--- config.mk ---
export PLATFORM = sky130hd
export DESIGN_NAME = ofdm_demod_top
export DESIGN_NICKNAME = d
export VERILOG_FILES = /design/src/ofdm_pkg.sv /design/src/sample_fifo.sv /design/src/cp_stripper.sv /design/src/dft_engine.sv /design/src/bin_selector.sv /design/src/ofdm_demod_top.sv
export SDC_FILE = /design/constraint.sdc
export NUM_CORES = 2
export LEC_CHECK = 0
export BUFFER_PORTS_ARGS = -buffer_cell sky130_fd_sc_hd__buf_4
export CORE_MARGIN = 2
export CORE_UTILIZATION = 25
export CTS_BUF_LIST = sky130_fd_sc_hd__clkbuf_8
export DETAILED_ROUTE_END_ITERATION = 10
export GPL_TIMING_DRIVEN = 0
export PLACE_DENSITY = 0.49
export SLEW_MARGIN = 20
export SYNTH_ARGS = -nofsm -noshare
export SYNTH_HDL_FRONTEND = slang
export SYNTH_HIERARCHICAL = 1
export SYNTH_SLANG_ARGS = --single-unit
--- constraint.sdc ---
create_clock -name clk_i -period 8.19 [get_ports clk_i]
set_input_delay 0.819 -clock clk_i [delete_from_list [all_inputs] [get_ports clk_i]]
set_output_delay 0.819 -clock clk_i [all_outputs]
set_load 0.1 [all_outputs]
--- src/ofdm_pkg.sv ---
`default_nettype none

package ofdm_pkg;

    localparam int SAMPLE_W = 12;
    localparam int TWIDDLE_W = 12;
    localparam int TW_SCALE = 2 ** (TWIDDLE_W - 1) - 1;   // 2047
    localparam real PI = 3.14159265358979;

    // imaginary part sits in the upper half
    typedef struct packed {
        logic signed [SAMPLE_W-1:0] im;
        logic signed [SAMPLE_W-1:0] re;
    } sample_t;

    typedef logic [9:0] sfn_t;
    typedef logic [4:0] subframe_t;
    typedef logic [3:0] symbol_t;
    typedef logic [4:0] cp_len_t;

    typedef struct packed {
        sfn_t      sfn;
        subframe_t subframe;
        symbol_t   symbol;
    } sym_meta_t;

    typedef struct packed {
        sym_meta_t meta;
        cp_len_t   cp_len;   // low bits of the input tuser
    } in_user_t;

    typedef struct packed {
        sym_meta_t meta;
        logic      pbch_symbol;
    } out_user_t;

    // returns {sin, cos} of 2*pi*idx/2**nfft, scaled and rounded
    function automatic logic [2*TWIDDLE_W-1:0] twiddle(input int idx, input int nfft);
        real angle;
        int c;
        int s;
        angle = 2.0 * PI * real'(idx) / real'(2 ** nfft);
        c = int'($cos(angle) * real'(TW_SCALE));
        s = int'($sin(angle) * real'(TW_SCALE));
        return {TWIDDLE_W'(s), TWIDDLE_W'(c)};
    endfunction

endpackage

`default_nettype wire

--- src/sample_fifo.sv ---
`timescale 1ns/1ps
`default_nettype none

module sample_fifo #(
    parameter type payload_t = logic [7:0],
    parameter int  DEPTH     = 4
) (
    input  wire logic     clk_i,
    input  wire logic     reset_ni,
    input  wire logic     push_i,
    input  wire payload_t push_data_i,
    input  wire logic     pop_i,
    output payload_t      pop_data_o,
    output logic          empty_o,
    output logic          full_o
);

    localparam int PTR_W = (DEPTH > 1) ? $clog2(DEPTH) : 1;
    localparam int CNT_W = $clog2(DEPTH + 1);

    payload_t mem [DEPTH];
    logic [PTR_W-1:0] wr_ptr_q;
    logic [PTR_W-1:0] rd_ptr_q;
    logic [CNT_W-1:0] count_q;
    logic do_push;
    logic do_pop;

    assign empty_o = (count_q == '0);
    assign full_o = (count_q == CNT_W'(DEPTH));
    assign pop_data_o = mem[rd_ptr_q];   // head is visible before the pop
    assign do_push = push_i && !full_o;
    assign do_pop = pop_i && !empty_o;

    always_ff @(posedge clk_i) begin
        if (do_push) begin
            mem[wr_ptr_q] <= push_data_i;
        end
    end

    always_ff @(posedge clk_i) begin
        if (!reset_ni) begin
            wr_ptr_q <= '0;
            rd_ptr_q <= '0;
            count_q <= '0;
        end else begin
            if (do_push) begin
                wr_ptr_q <= (wr_ptr_q == PTR_W'(DEPTH - 1)) ? '0 : wr_ptr_q + 1'b1;
            end
            if (do_pop) begin
                rd_ptr_q <= (rd_ptr_q == PTR_W'(DEPTH - 1)) ? '0 : rd_ptr_q + 1'b1;
            end
            case ({do_push, do_pop})
                2'b10: count_q <= count_q + 1'b1;
                2'b01: count_q <= count_q - 1'b1;
                default: count_q <= count_q;
            endcase
        end
    end

    a_no_push_full: assert property (@(posedge clk_i) disable iff (!reset_ni)
        push_i |-> !full_o)
        else $error("push into a full FIFO");

    a_no_pop_empty: assert property (@(posedge clk_i) disable iff (!reset_ni)
        pop_i |-> !empty_o)
        else $error("pop from an empty FIFO");

endmodule

`default_nettype wire

--- src/cp_stripper.sv ---
`timescale 1ns/1ps
`default_nettype none

module cp_stripper #(
    parameter int NFFT     = 4,
    parameter int IN_DEPTH = 4
) (
    input  wire logic                clk_i,
    input  wire logic                reset_ni,
    input  wire logic                fifo_empty_i,
    input  wire ofdm_pkg::sample_t   fifo_data_i,
    input  wire ofdm_pkg::in_user_t  fifo_user_i,
    input  wire logic                fifo_last_i,
    output logic                     fifo_pop_o,
    output logic                     bank_wr_o,
    output logic [NFFT:0]            bank_wr_addr_o,
    output ofdm_pkg::sample_t        bank_wr_data_o,
    output logic [1:0]               bank_full_o,
    input  wire logic [1:0]          bank_release_i,
    output logic                     meta_push_o,
    output ofdm_pkg::sym_meta_t      meta_data_o
);

    import ofdm_pkg::*;

    localparam int FFT_LEN = 2 ** NFFT;

    typedef enum logic [1:0] {S_SKIP_CP, S_STORE, S_SKIP_TAIL} state_t;

    state_t state_q;
    cp_len_t cp_cnt_q;
    logic [NFFT-1:0] wr_cnt_q;
    logic wr_bank_q;
    logic stall;
    logic wr_bank_of_data;

    // a single entry would let the credit loop halve the input rate
    initial begin
        assert (IN_DEPTH >= 2) else $error("input FIFO needs at least two entries");
    end

    // the write bank is only full when the engine still holds both banks
    assign stall = (state_q == S_STORE) && bank_full_o[wr_bank_q];
    assign fifo_pop_o = !fifo_empty_i && !stall;

    always_ff @(posedge clk_i) begin
        if (!reset_ni) begin
            state_q <= S_SKIP_CP;
            cp_cnt_q <= '0;
            wr_cnt_q <= '0;
            wr_bank_q <= 1'b0;
            bank_full_o <= '0;
            bank_wr_o <= 1'b0;
            meta_push_o <= 1'b0;
        end else begin
            bank_wr_o <= fifo_pop_o && (state_q == S_STORE);
            meta_push_o <= 1'b0;
            bank_full_o <= bank_full_o & ~bank_release_i;
            if (fifo_pop_o) begin
                case (state_q)
                    S_SKIP_CP: begin
                        if (cp_cnt_q == fifo_user_i.cp_len - 1'b1) begin
                            cp_cnt_q <= '0;
                            state_q <= S_STORE;
                        end else begin
                            cp_cnt_q <= cp_cnt_q + 1'b1;
                        end
                    end
                    S_STORE: begin
                        wr_cnt_q <= wr_cnt_q + 1'b1;   // wraps to zero after the last sample
                        if (wr_cnt_q == NFFT'(FFT_LEN - 1)) begin
                            bank_full_o[wr_bank_q] <= 1'b1;
                            meta_push_o <= 1'b1;
                            wr_bank_q <= ~wr_bank_q;
                            state_q <= fifo_last_i ? S_SKIP_CP : S_SKIP_TAIL;
                        end
                    end
                    default: begin
                        if (fifo_last_i) begin
                            state_q <= S_SKIP_CP;
                        end
                    end
                endcase
            end
        end
    end

    always_ff @(posedge clk_i) begin
        if (fifo_pop_o) begin
            bank_wr_addr_o <= {wr_bank_q, wr_cnt_q};
            bank_wr_data_o <= fifo_data_i;
            meta_data_o <= fifo_user_i.meta;
        end
    end

    assign wr_bank_of_data = bank_wr_addr_o[NFFT];

    // only the last sample of a symbol may land in a bank that is already marked full
    a_wr_not_full: assert property (@(posedge clk_i) disable iff (!reset_ni)
        bank_wr_o && bank_full_o[wr_bank_of_data] |->
            bank_wr_addr_o[NFFT-1:0] == NFFT'(FFT_LEN - 1))
        else $error("sample written into a full bank");

endmodule

`default_nettype wire

--- src/dft_engine.sv ---
`timescale 1ns/1ps
`default_nettype none

module dft_engine #(
    parameter int NFFT = 4
) (
    input  wire logic               clk_i,
    input  wire logic               reset_ni,
    input  wire logic [1:0]         bank_full_i,
    output logic [NFFT:0]           bank_rd_addr_o,
    input  wire ofdm_pkg::sample_t  bank_rd_data_i,
    output logic [1:0]              bank_release_o,
    output logic                    bin_valid_o,
    output ofdm_pkg::sample_t       bin_data_o,
    input  wire logic               bin_stall_i
);

    import ofdm_pkg::*;

    localparam int FFT_LEN = 2 ** NFFT;
    localparam int PROD_W = 2 * SAMPLE_W + 1;
    localparam int ACC_W = PROD_W + NFFT;
    localparam int SHIFT = TWIDDLE_W - 1 + NFFT;

    logic [2*TWIDDLE_W-1:0] tw_rom [FFT_LEN];

    logic active_q;
    logic bank_q;
    logic [NFFT-1:0] pos_q;
    logic [NFFT:0] cnt_q;            // FFT_LEN reads plus two pipeline cycles
    logic rd_valid_q;
    logic prod_valid_q;
    logic [NFFT-1:0] k_bin;
    logic [2*NFFT-1:0] kn;
    logic [NFFT-1:0] tw_idx_q;
    logic signed [TWIDDLE_W-1:0] w_re;
    logic signed [TWIDDLE_W-1:0] w_im;
    logic signed [PROD_W-1:0] prod_re_d;
    logic signed [PROD_W-1:0] prod_im_d;
    logic signed [PROD_W-1:0] prod_re_q;
    logic signed [PROD_W-1:0] prod_im_q;
    logic signed [ACC_W-1:0] acc_re_q;
    logic signed [ACC_W-1:0] acc_im_q;
    logic signed [ACC_W-1:0] sum_re;
    logic signed [ACC_W-1:0] sum_im;
    logic signed [ACC_W-1:0] scaled_re;
    logic signed [ACC_W-1:0] scaled_im;
    logic bin_done;
    logic advance;

    initial begin
        for (int i = 0; i < FFT_LEN; i++) begin
            tw_rom[i] = twiddle(i, NFFT);
        end
    end

    // output position p holds bin (p + FFT_LEN/2) mod FFT_LEN
    assign k_bin = pos_q + NFFT'(FFT_LEN / 2);
    assign kn = k_bin * cnt_q[NFFT-1:0];
    assign bank_rd_addr_o = {bank_q, cnt_q[NFFT-1:0]};

    assign bin_done = active_q && (cnt_q == (NFFT + 1)'(FFT_LEN + 1));
    assign advance = !(bin_done && bin_valid_o && bin_stall_i);   // hold until the old bin leaves

    // multiply by the conjugate twiddle, x * (cos - j sin)
    always_comb begin
        w_re = tw_rom[tw_idx_q][TWIDDLE_W-1:0];
        w_im = tw_rom[tw_idx_q][2*TWIDDLE_W-1:TWIDDLE_W];
        prod_re_d = bank_rd_data_i.re * w_re + bank_rd_data_i.im * w_im;
        prod_im_d = bank_rd_data_i.im * w_re - bank_rd_data_i.re * w_im;
        sum_re = acc_re_q + prod_re_q;
        sum_im = acc_im_q + prod_im_q;
        scaled_re = sum_re >>> SHIFT;
        scaled_im = sum_im >>> SHIFT;
    end

    always_ff @(posedge clk_i) begin
        if (!reset_ni) begin
            active_q <= 1'b0;
            bank_q <= 1'b0;
            pos_q <= '0;
            cnt_q <= '0;
            rd_valid_q <= 1'b0;
            prod_valid_q <= 1'b0;
            bin_valid_o <= 1'b0;
            bank_release_o <= '0;
        end else begin
            bank_release_o <= '0;
            if (bin_valid_o && !bin_stall_i) begin
                bin_valid_o <= 1'b0;
            end
            if (!active_q) begin
                cnt_q <= '0;
                if (bank_full_i[bank_q]) begin
                    active_q <= 1'b1;
                end
            end else if (advance) begin
                rd_valid_q <= (cnt_q < (NFFT + 1)'(FFT_LEN));
                prod_valid_q <= rd_valid_q;
                if (bin_done) begin
                    bin_valid_o <= 1'b1;
                    cnt_q <= '0;
                    pos_q <= pos_q + 1'b1;
                    if (pos_q == NFFT'(FFT_LEN - 1)) begin
                        active_q <= 1'b0;
                        bank_q <= ~bank_q;
                        bank_release_o[bank_q] <= 1'b1;
                    end
                end else begin
                    cnt_q <= cnt_q + 1'b1;
                end
            end
        end
    end

    always_ff @(posedge clk_i) begin
        if (advance) begin
            tw_idx_q <= kn[NFFT-1:0];          // (k * n) mod FFT_LEN
            prod_re_q <= prod_re_d;
            prod_im_q <= prod_im_d;
            if (bin_done || !active_q) begin
                acc_re_q <= '0;
                acc_im_q <= '0;
            end else if (prod_valid_q) begin
                acc_re_q <= sum_re;
                acc_im_q <= sum_im;
            end
            if (bin_done) begin
                bin_data_o.re <= scaled_re[SAMPLE_W-1:0];
                bin_data_o.im <= scaled_im[SAMPLE_W-1:0];
            end
        end
    end

endmodule

`default_nettype wire

--- src/bin_selector.sv ---
`timescale 1ns/1ps
`default_nettype none

module bin_selector #(
    parameter int NFFT            = 4,
    parameter int BWP_LEN         = 12,
    parameter int SSS_LEN         = 8,
    parameter int SYMS_PER_SSB    = 4,
    parameter int OUT_CREDITS_MAX = 8
) (
    input  wire logic                 clk_i,
    input  wire logic                 reset_ni,
    input  wire logic                 bin_valid_i,
    input  wire ofdm_pkg::sample_t    bin_data_i,
    output logic                      bin_stall_o,
    input  wire logic                 meta_empty_i,
    input  wire ofdm_pkg::sym_meta_t  meta_data_i,
    output logic                      meta_pop_o,
    input  wire logic                 out_credit_i,
    output logic                      out_valid_o,
    output ofdm_pkg::sample_t         out_data_o,
    output ofdm_pkg::out_user_t       out_user_o,
    output logic                      out_last_o,
    output logic                      pbch_valid_o,
    output logic                      sss_valid_o
);

    import ofdm_pkg::*;

    localparam int FFT_LEN = 2 ** NFFT;
    localparam int WIN_FIRST = FFT_LEN / 2 - BWP_LEN / 2;
    localparam int WIN_LAST = WIN_FIRST + BWP_LEN - 1;
    localparam int SSS_FIRST = FFT_LEN / 2 - SSS_LEN / 2;
    localparam int SSS_LAST = SSS_FIRST + SSS_LEN - 1;
    localparam int SYM_W = (SYMS_PER_SSB > 1) ? $clog2(SYMS_PER_SSB) : 1;
    localparam int CRED_W = $clog2(OUT_CREDITS_MAX + 1);

    logic [NFFT-1:0] pos_q;
    logic [SYM_W-1:0] sym_q;          // symbol index within the SSB period
    logic [CRED_W-1:0] credits_q;
    sym_meta_t meta_q;
    sym_meta_t cur_meta;
    logic in_win;
    logic in_sss;
    logic accept;
    logic fwd;

    assign in_win = (int'(pos_q) >= WIN_FIRST) && (int'(pos_q) <= WIN_LAST);
    assign in_sss = (int'(pos_q) >= SSS_FIRST) && (int'(pos_q) <= SSS_LAST);

    // bins outside the window drain without a credit
    assign bin_stall_o = bin_valid_i && in_win && (credits_q == '0);
    assign accept = bin_valid_i && !bin_stall_o;
    assign fwd = accept && in_win;

    assign meta_pop_o = accept && (pos_q == '0) && !meta_empty_i;
    assign cur_meta = (pos_q == '0) ? meta_data_i : meta_q;

    always_ff @(posedge clk_i) begin
        if (!reset_ni) begin
            pos_q <= '0;
            sym_q <= '0;
            credits_q <= '0;
            out_valid_o <= 1'b0;
            out_last_o <= 1'b0;
            pbch_valid_o <= 1'b0;
            sss_valid_o <= 1'b0;
        end else begin
            credits_q <= credits_q + CRED_W'(out_credit_i) - CRED_W'(fwd);
            if (accept) begin
                pos_q <= pos_q + 1'b1;
                if (pos_q == NFFT'(FFT_LEN - 1)) begin
                    sym_q <= (sym_q == SYM_W'(SYMS_PER_SSB - 1)) ? '0 : sym_q + 1'b1;
                end
            end
            out_valid_o <= fwd;
            out_last_o <= fwd && (int'(pos_q) == WIN_LAST);
            pbch_valid_o <= fwd && (sym_q == '0);
            sss_valid_o <= fwd && in_sss && (sym_q == SYM_W'(1));
        end
    end

    always_ff @(posedge clk_i) begin
        if (meta_pop_o) begin
            meta_q <= meta_data_i;
        end
        if (fwd) begin
            out_data_o <= bin_data_i;
            out_user_o <= '{meta: cur_meta, pbch_symbol: (sym_q == '0)};
        end
    end

    // the sink never grants more than the counter can hold
    a_credit_limit: assert property (@(posedge clk_i) disable iff (!reset_ni)
        out_credit_i && !fwd |-> credits_q < CRED_W'(OUT_CREDITS_MAX))
        else $error("output credits above limit");

    a_meta_ready: assert property (@(posedge clk_i) disable iff (!reset_ni)
        accept && (pos_q == '0) |-> !meta_empty_i)
        else $error("first bin of a symbol without metadata");

endmodule

`default_nettype wire

--- src/ofdm_demod_top.sv ---
`timescale 1ns/1ps
`default_nettype none

module ofdm_demod_top #(
    parameter int NFFT            = 4,
    parameter int BWP_LEN         = 12,
    parameter int SSS_LEN         = 8,
    parameter int SYMS_PER_SSB    = 4,
    parameter int IN_DEPTH        = 4,
    parameter int OUT_CREDITS_MAX = 8
) (
    input  wire logic                clk_i,
    input  wire logic                reset_ni,
    input  wire logic                in_valid_i,
    input  wire ofdm_pkg::sample_t   in_data_i,
    input  wire ofdm_pkg::in_user_t  in_user_i,
    input  wire logic                in_last_i,
    output logic                     in_credit_o,
    output logic                     out_valid_o,
    output ofdm_pkg::sample_t        out_data_o,
    output ofdm_pkg::out_user_t      out_user_o,
    output logic                     out_last_o,
    output logic                     pbch_valid_o,
    output logic                     sss_valid_o,
    input  wire logic                out_credit_i
);

    import ofdm_pkg::*;

    localparam int FFT_LEN = 2 ** NFFT;
    localparam int META_DEPTH = 4;     // two full banks plus the symbol in flight

    typedef struct packed {
        sample_t  data;
        in_user_t user;
        logic     last;
    } in_entry_t;

    in_entry_t in_entry;
    in_entry_t fifo_entry;
    logic fifo_empty;
    logic fifo_pop;
    logic bank_wr;
    logic [NFFT:0] bank_wr_addr;
    sample_t bank_wr_data;
    logic [1:0] bank_full;
    logic [1:0] bank_release;
    logic [NFFT:0] bank_rd_addr;
    sample_t bank_rd_data;
    logic meta_push;
    sym_meta_t meta_push_data;
    logic meta_pop;
    sym_meta_t meta_pop_data;
    logic meta_empty;
    logic bin_valid;
    sample_t bin_data;
    logic bin_stall;
    sample_t bank_mem [2 * FFT_LEN];   // bank 0 low half, bank 1 high half

    assign in_entry = '{data: in_data_i, user: in_user_i, last: in_last_i};
    assign in_credit_o = fifo_pop;      // each freed slot goes back to the source

    // source credits keep the input FIFO from overflowing
    sample_fifo #(.payload_t(in_entry_t), .DEPTH(IN_DEPTH)) i_in_fifo (
        .clk_i      (clk_i),
        .reset_ni   (reset_ni),
        .push_i     (in_valid_i),
        .push_data_i(in_entry),
        .pop_i      (fifo_pop),
        .pop_data_o (fifo_entry),
        .empty_o    (fifo_empty),
        .full_o     ()
    );

    cp_stripper #(.NFFT(NFFT), .IN_DEPTH(IN_DEPTH)) i_cp_stripper (
        .clk_i         (clk_i),
        .reset_ni      (reset_ni),
        .fifo_empty_i  (fifo_empty),
        .fifo_data_i   (fifo_entry.data),
        .fifo_user_i   (fifo_entry.user),
        .fifo_last_i   (fifo_entry.last),
        .fifo_pop_o    (fifo_pop),
        .bank_wr_o     (bank_wr),
        .bank_wr_addr_o(bank_wr_addr),
        .bank_wr_data_o(bank_wr_data),
        .bank_full_o   (bank_full),
        .bank_release_i(bank_release),
        .meta_push_o   (meta_push),
        .meta_data_o   (meta_push_data)
    );

    always_ff @(posedge clk_i) begin
        if (bank_wr) begin
            bank_mem[bank_wr_addr] <= bank_wr_data;
        end
        bank_rd_data <= bank_mem[bank_rd_addr];
    end

    dft_engine #(.NFFT(NFFT)) i_dft_engine (
        .clk_i         (clk_i),
        .reset_ni      (reset_ni),
        .bank_full_i   (bank_full),
        .bank_rd_addr_o(bank_rd_addr),
        .bank_rd_data_i(bank_rd_data),
        .bank_release_o(bank_release),
        .bin_valid_o   (bin_valid),
        .bin_data_o    (bin_data),
        .bin_stall_i   (bin_stall)
    );

    // at most one entry per bank is pending, so it never fills
    sample_fifo #(.payload_t(sym_meta_t), .DEPTH(META_DEPTH)) i_meta_fifo (
        .clk_i      (clk_i),
        .reset_ni   (reset_ni),
        .push_i     (meta_push),
        .push_data_i(meta_push_data),
        .pop_i      (meta_pop),
        .pop_data_o (meta_pop_data),
        .empty_o    (meta_empty),
        .full_o     ()
    );

    bin_selector #(
        .NFFT           (NFFT),
        .BWP_LEN        (BWP_LEN),
        .SSS_LEN        (SSS_LEN),
        .SYMS_PER_SSB   (SYMS_PER_SSB),
        .OUT_CREDITS_MAX(OUT_CREDITS_MAX)
    ) i_bin_selector (
        .clk_i       (clk_i),
        .reset_ni    (reset_ni),
        .bin_valid_i (bin_valid),
        .bin_data_i  (bin_data),
        .bin_stall_o (bin_stall),
        .meta_empty_i(meta_empty),
        .meta_data_i (meta_pop_data),
        .meta_pop_o  (meta_pop),
        .out_credit_i(out_credit_i),
        .out_valid_o (out_valid_o),
        .out_data_o  (out_data_o),
        .out_user_o  (out_user_o),
        .out_last_o  (out_last_o),
        .pbch_valid_o(pbch_valid_o),
        .sss_valid_o (sss_valid_o)
    );

endmodule

`default_nettype wire

# Word level (Yosys, flattened, before mapping)
# Memory sizes are Yosys's and may differ from the RTL's. A register that Yosys moved wholly into a read port is not among the register bits.
# Index checks and enable logic that the tools add are counted.
# op_classes
addsub,22
n_mul,5
order_cmp,9
n_eq_ne,21
muxes,49
n_bitwise,10
reduce_logical,55
# ops
cell,n
multiplier 12 x 12 -> 24 bit,4
adder 29 x 25 -> 29 bit,2
2-to-1 mux 29 bit,2
2-to-1 mux 2 bit,16
adder 25 bit,1
subtractor 25 bit,1
logical AND 1 bit,24
2-to-1 mux 1 bit,22
2-to-1 mux 19 bit,1
== test 2 bit (second input constant),7
AND reduction 2 bit,7
adder 4 x 1 -> 4 bit (second input constant),3
== test 4 bit (second input constant),3
case mux 3 bit (2 select lines),2
adder 2 x 1 -> 2 bit (second input constant),5
adder 5 x 1 -> 5 bit (second input constant),2
2-to-1 mux 5 bit,2
AND reduction 3 bit,3
== test 2 x 1 -> 1 bit (second input constant),4
<= comparator 4 bit (second input constant),2
logical NOT 4 bit,2
AND reduction 4 bit,2
logical NOT 1 bit,7
NOT 1 bit,7
30 further kinds,40
# totals
ff_bits,307
ram_bits,1040
rom_bits,384
inputBits,53
out_inout_bits,49
wordCells,225
mem_count,4
# memory_table
name,depth,width,read_ports,rd_ports_with_merged_regs,wr,line,text
bank_mem,32,24,1,1,1,ofdm_demod_top.sv:58,sample_t bank_mem [2 * FFT_LEN];
i_dft_engine.tw_rom,16,24,1,1,0,dft_engine.sv:25,logic [2*TWIDDLE_W-1:0] tw_rom [FFT_LEN];
i_in_fifo.mem,4,49,1,1,1,sample_fifo.sv:21,payload_t mem [DEPTH];
i_meta_fifo.mem,4,19,1,1,1,sample_fifo.sv:21,

# Depth between registers and ports, before layout
# depth
ltp_word,11
mapped_depth,29
mapped_depth_nobuf,28

# Modules after synthesis
# Netlist, hierarchy kept.
# modules_own_cells
module,n_inst,cells_per_inst,area_per_inst_um2,seq_area_each_um2
dft_engine,1,3285,31901.8,4684.5
ofdm_demod_top,1,1711,30480.5,23542.6
sample_fifo at i_in_fifo,1,312,7579.8,6065.8
sample_fifo at i_meta_fifo,1,155,3279.4,2462.4
bin_selector,1,169,2947.8,2172.1
cp_stripper,1,138,2288.4,1761.7

# Worst setup path before layout
# OpenSTA, ideal clock, no wires.
# synth_path
path_type,register -> register
startpoint,"reg, netlist name bank_rd_data[11]"
endpoint,"reg i_dft_engine.prod_re_q[20], data pin"
setup_ns,0.259
t_arrival_ns,6.366
required_time_ns,7.931
path_slack_ns,1.565
stages_incl_launch_ff,27
path_buffers,2
period_less_slack_ns,6.625
cell_sequence,dfxtp_1 -> clkbuf_1 -> clkbuf_1 -> nand2_1 -> inv_1 -> fa_1 -> inv_1 -> fa_1 -> fa_1 -> inv_1 -> fa_1 -> inv_1 -> fa_1 -> inv_1 -> ha_1 -> or4_1 -> o22ai_1 -> a211oi_1 -> a21oi_1 -> xnor2_1 -> ha_1 -> a211o_1 -> nor4_1 -> nor2_1 -> a31o_2 -> a211oi_1 -> nor2_1
# synth_between
elab_chain_cells,2
# synth_lines
item,line,text
multiplier 12 x 12 -> 24 bit,dft_engine.sv:69,prod_re_d = bank_rd_data_i.re * w_re + bank_rd_data_i.im * w_im;
adder 25 bit,dft_engine.sv:69,
net i_dft_engine.prod_re_d[20],dft_engine.sv:38,logic signed [PROD_W-1:0] prod_re_d;
to (signal assigned),dft_engine.sv:119,prod_re_q <= prod_re_d;
to (decl),dft_engine.sv:40,logic signed [PROD_W-1:0] prod_re_q;
# The timed path passes the listed nets, and every way through them passes these cells.
# A chain may end at the register's enable or synchronous reset.

# Worst setup path in the final report
# layout_path
startpoint,"reg, netlist name bank_rd_data[6]"
endpoint,"reg i_dft_engine.prod_re_q[23], data pin"
# layout_between
elab_chain_cells,2
# layout_lines
item,line
multiplier 12 x 12 -> 24 bit,dft_engine.sv:69
adder 25 bit,dft_engine.sv:69
net i_dft_engine.prod_re_d[23],dft_engine.sv:38
# The timed path passes the listed nets, and every way through them passes these cells.

==> key figures <==
Synthesis
  – Share of the synthesized area in the top cell type: 49.1%
  – XOR/XNOR Fraction of Synth Area: 1.99%
  – Synth area leader: edfxtp_1
  – Synth top area cells: edfxtp_1 49%, fa_1 16%, ha_1 5.1%
  – Multiplexer share of the synthesized area: 7.56%
  – Top_reg_cell synth: edfxtp_1
  – Synth Area in Simple Gates: 7.66%
  – Synth Register Bits: 1391
  – Ys Warns: 6
  – Compound-Gate Fraction of Synth Area: 5.17%
  – Synth Area in Adders: 20.7%
  – Main combinational cell family by area after synthesis: adder cells
  – Mapped Avg Cell Area: 13.6 µm²
  – Cells after Synth: 5770
  – Post-synth cell types: 102
  – Cell Area, Synth: 78500 µm²
  – EDFF count, synth: 1283
  – Ys async rst share: 0%
  – Post-Syn Nets: 6756
  – Sequential area share after synthesis: 51.8%

STA
  – Skew final: 0.117 ns
  – Unrepaired setup endpoints after global routing: false
  – Final period util: 96.0%
  – Min Clock Period, post-route: 7.86 ns
  – Fin Setup TNS: 0 ns
  – Slew margin rel.: 22.4%
  – Worst slew pin tran: 1.16 ns
  – Max-slew violations: 0
  – Setup Viol. Count Final: 0
  – Final hold vios: 0
  – Max frequency: 127 MHz
  – Fin Hold WS: 0.237 ns

Detailed routing
  – Pre-antenna DRT Iters: 5
  – Mean number of vias per cell: 4.39
  – Routed wire length: 216 mm
  – # DRC: 0
  – WL per Instance: 20.4 µm
  – Vias: 46400
  – Routed Antenna Nets: 0
  – Initial DRC count: 3216

Floorplanning
  – Die ar.: 318000 µm²
  – Core region area: 312000 µm²
  – I/O Pins: 102
  – Rows: 205
  – Die Wd: 564 µm
  – Starting Density: 25.1%
  – Die H: 564 µm

Clock tree
  – Postcts setup bufs: 0
  – Htree depth: 4
  – Clk sink count: 1391
  – CTS tree: done
  – CTS root buf: clkbuf_8
  – Clk_lat worst skew: 0.95 ns
  – CTS Buffer Depth: 4
  – Worst-path clk slew: 0.07 ns
  – CTS buffer count: 235

Setup path
  – Kind of critical path: flip-flop to flip-flop
  – Req. time, crit path: 8.99 ns
  – CP Launch Type: flip-flop
  – Worst path arrival time: 8.66 ns
  – Crit path max fanout: 10
  – Critical path capture point type: flip-flop

Final layout
  – Utilization after layout: 29.2%
  – Layout fillers: 31500
  – Multi-input logic area: 34100 µm²
  – Layout cells sized above 1: 11.9%
  – Final Cell Area: 91300 µm²
  – Nets: 7232
  – Synth-to-layout area growth: 16.3%
  – FF/Latch Area: 40700 µm²

Power
  – Worst vdd rail ir drop: 148 µV
  – Power per standard cell area: 187 nW/µm²
  – LEAKAGE: 34.7 nW
  – Total power draw: 0.0170 W

Hold path
  – Hold Crit Class: input port to flip-flop

Run status
  – Status: finished clean

Place
  – Port Buffer Count: 101
  – Routability Congestion: 0.900
  – DP Area: 86400 µm²
  – Post-DP HPWL: 162 mm

Global route
  – Antenna violations before repair: 14
  – Pin count of the biggest net entering global routing: 64
  – Total GRT Usage: 13.5%
  – Vias in the first global route: 49600
  – GRT Residual Overflow: 0
  – First-pass GRT wire length: 321 mm

Job
  – Max Cap Violations: 0
## synth_stat cells (22+ instances only)
cell / n
buf_2: 33
dfxtp_1: 108
nor2b_1: 23
buf_6: 27
a22oi_1: 72
xor2_1: 52
ha_1: 323
o21ai_0: 75
o21a_1: 29
fa_1: 610
inv_1: 727
mux2i_1: 402
nand3_1: 126
and2_1: 249
nor2_1: 183
mux2_2: 22
a31oi_1: 37
a21o_1: 33
nand2_1: 413
a22o_1: 50
xnor2_1: 124
mux4_2: 57
nand2b_1: 47
nor3_1: 81
clkbuf_1: 136
edfxtp_1: 1283
a21oi_1: 163
## power by group
| part | total [W] | switching (W) | internal, W |
|---|---|---|---|
| logic | 0.00207 | 0.00133 | 0.000744 |
| registers | 0.00918 | 0.000403 | 0.00878 |
| clock network | 0.00578 | 0.00282 | 0.00296 |
| total | 0.0170 | 0.00455 | 0.0125 |
## cells by family after synthesis
logic type,count (synthesis)
buffers and inverters,958
AND/OR/NAND/NOR,1219
AO/OA/AOI/OAI,596
multiplexers,496
adder cells (fa/ha/maj),933
XOR/XNOR,177
flip-flops,1391
## stage by stage
step	worst slack (ns)	std cells
CTS	0.0388	10600
detailed placement	-0.240	10100
finish	0.329	10600
global route	0.00526	10600
global placement	-0.289	10000
floorplan	1.56	5770
## critical path, cell delays in order, from the launching register on
cell and delay, ns:
dfxtp_1 0.48, clkbuf_1 0.49, clkbuf_2 0.45, nand2_1 0.14, fa_1 0.55, inv_1 0.05
fa_1 0.63, fa_1 0.47, fa_1 0.49, inv_1 0.05, fa_1 0.47, inv_1 0.04
ha_1 0.21, or4_1 0.54, o22ai_2 0.30, a211oi_1 0.15, a21oi_1 0.20, xnor2_1 0.20
ha_1 0.35, a211o_1 0.39, nor2_1 0.12, nand2_1 0.06, a41oi_1 0.30, o21ai_0 0.22
a211o_1 0.30, o211ai_1 0.10
## routing by layer
layer  part of all wire (%)  wire, µm  GRT usage (%)
met1                     46     98200           18.5
met2                     46     98400           21.6
met3                    6.2     13300           2.76
met4                    2.6      5650           3.58
met5                 0.0060        13              0
## worst paths after layout
| path | start | to | slack [ns] | depth (start not counted) |
|---|---|---|---|---|
| min reg2reg | i_dft_engine/bin_data_o[12] | i_bin_selector/out_data_o[12] | 0.40 | 0 |
| max reg2reg | bank_rd_data[6] | i_dft_engine/prod_re_q[23] | 0.33 | 25 |
| max | bank_rd_data[6] | i_dft_engine/prod_re_q[23] | 0.33 | 25 |
| min | out_credit_i | i_bin_selector/credits_q[0] | 0.24 | 3 |
## final cells by class
| type | count | share of cell area [%] |
|---|---|---|
| antenna | 4 | 0.0110 |
| buffer | 231 | 1.39 |
| clock buffer | 251 | 3.79 |
| inverter | 727 | 2.99 |
| tap | 4140 | 5.68 |
| timing repair buffer | 239 | 3.27 |
| sequential | 1391 | 44.6 |
| multi-input combinational | 3421 | 37.4 |
| clock inverter | 168 | 0.905 |
## sequential cells by signal, summed over array words and instances (netlist names), 19 cells and up, named ones only
signal,cells
i_dft_engine/prod_re_q,25
i_meta_fifo/mem,76
i_bin_selector/out_user_o,20
bank_rd_data,24
bank_mem,768
i_cp_stripper/meta_data_o,19
i_dft_engine/acc_im_q,27
i_bin_selector/out_data_o,24
i_in_fifo/mem,196
i_dft_engine/acc_re_q,27
i_cp_stripper/bank_wr_data_o,24
i_bin_selector/meta_q,19
i_dft_engine/prod_im_q,25
i_dft_engine/bin_data_o,24
## placed cells by master (no fill, tap or decap), drive strengths merged, types with 47 or more instances in the layout
cell         count
a21oi          164
a22o            50
a22oi           72
and2           250
buf            285
clkbuf         387
clkinv          78
dfxtp          108
dlygate4sd3     49
edfxtp        1283
fa             610
ha             323
inv            810
mux2i          406
mux4            68
nand2          414
nand2b          47
nand3          128
nor2           183
nor3            84
o21ai           85
xnor2          124
xor2            52
## repair_timing
action                                  in CTS  in global routing
endpoints found under the setup margin       6                 12
endpoints found under the hold margin      196                  0
hold buffers                                49                  0
resized for setup                            4                 40
gates cloned                                 0                  0
(Power assumes the default switching activity.)
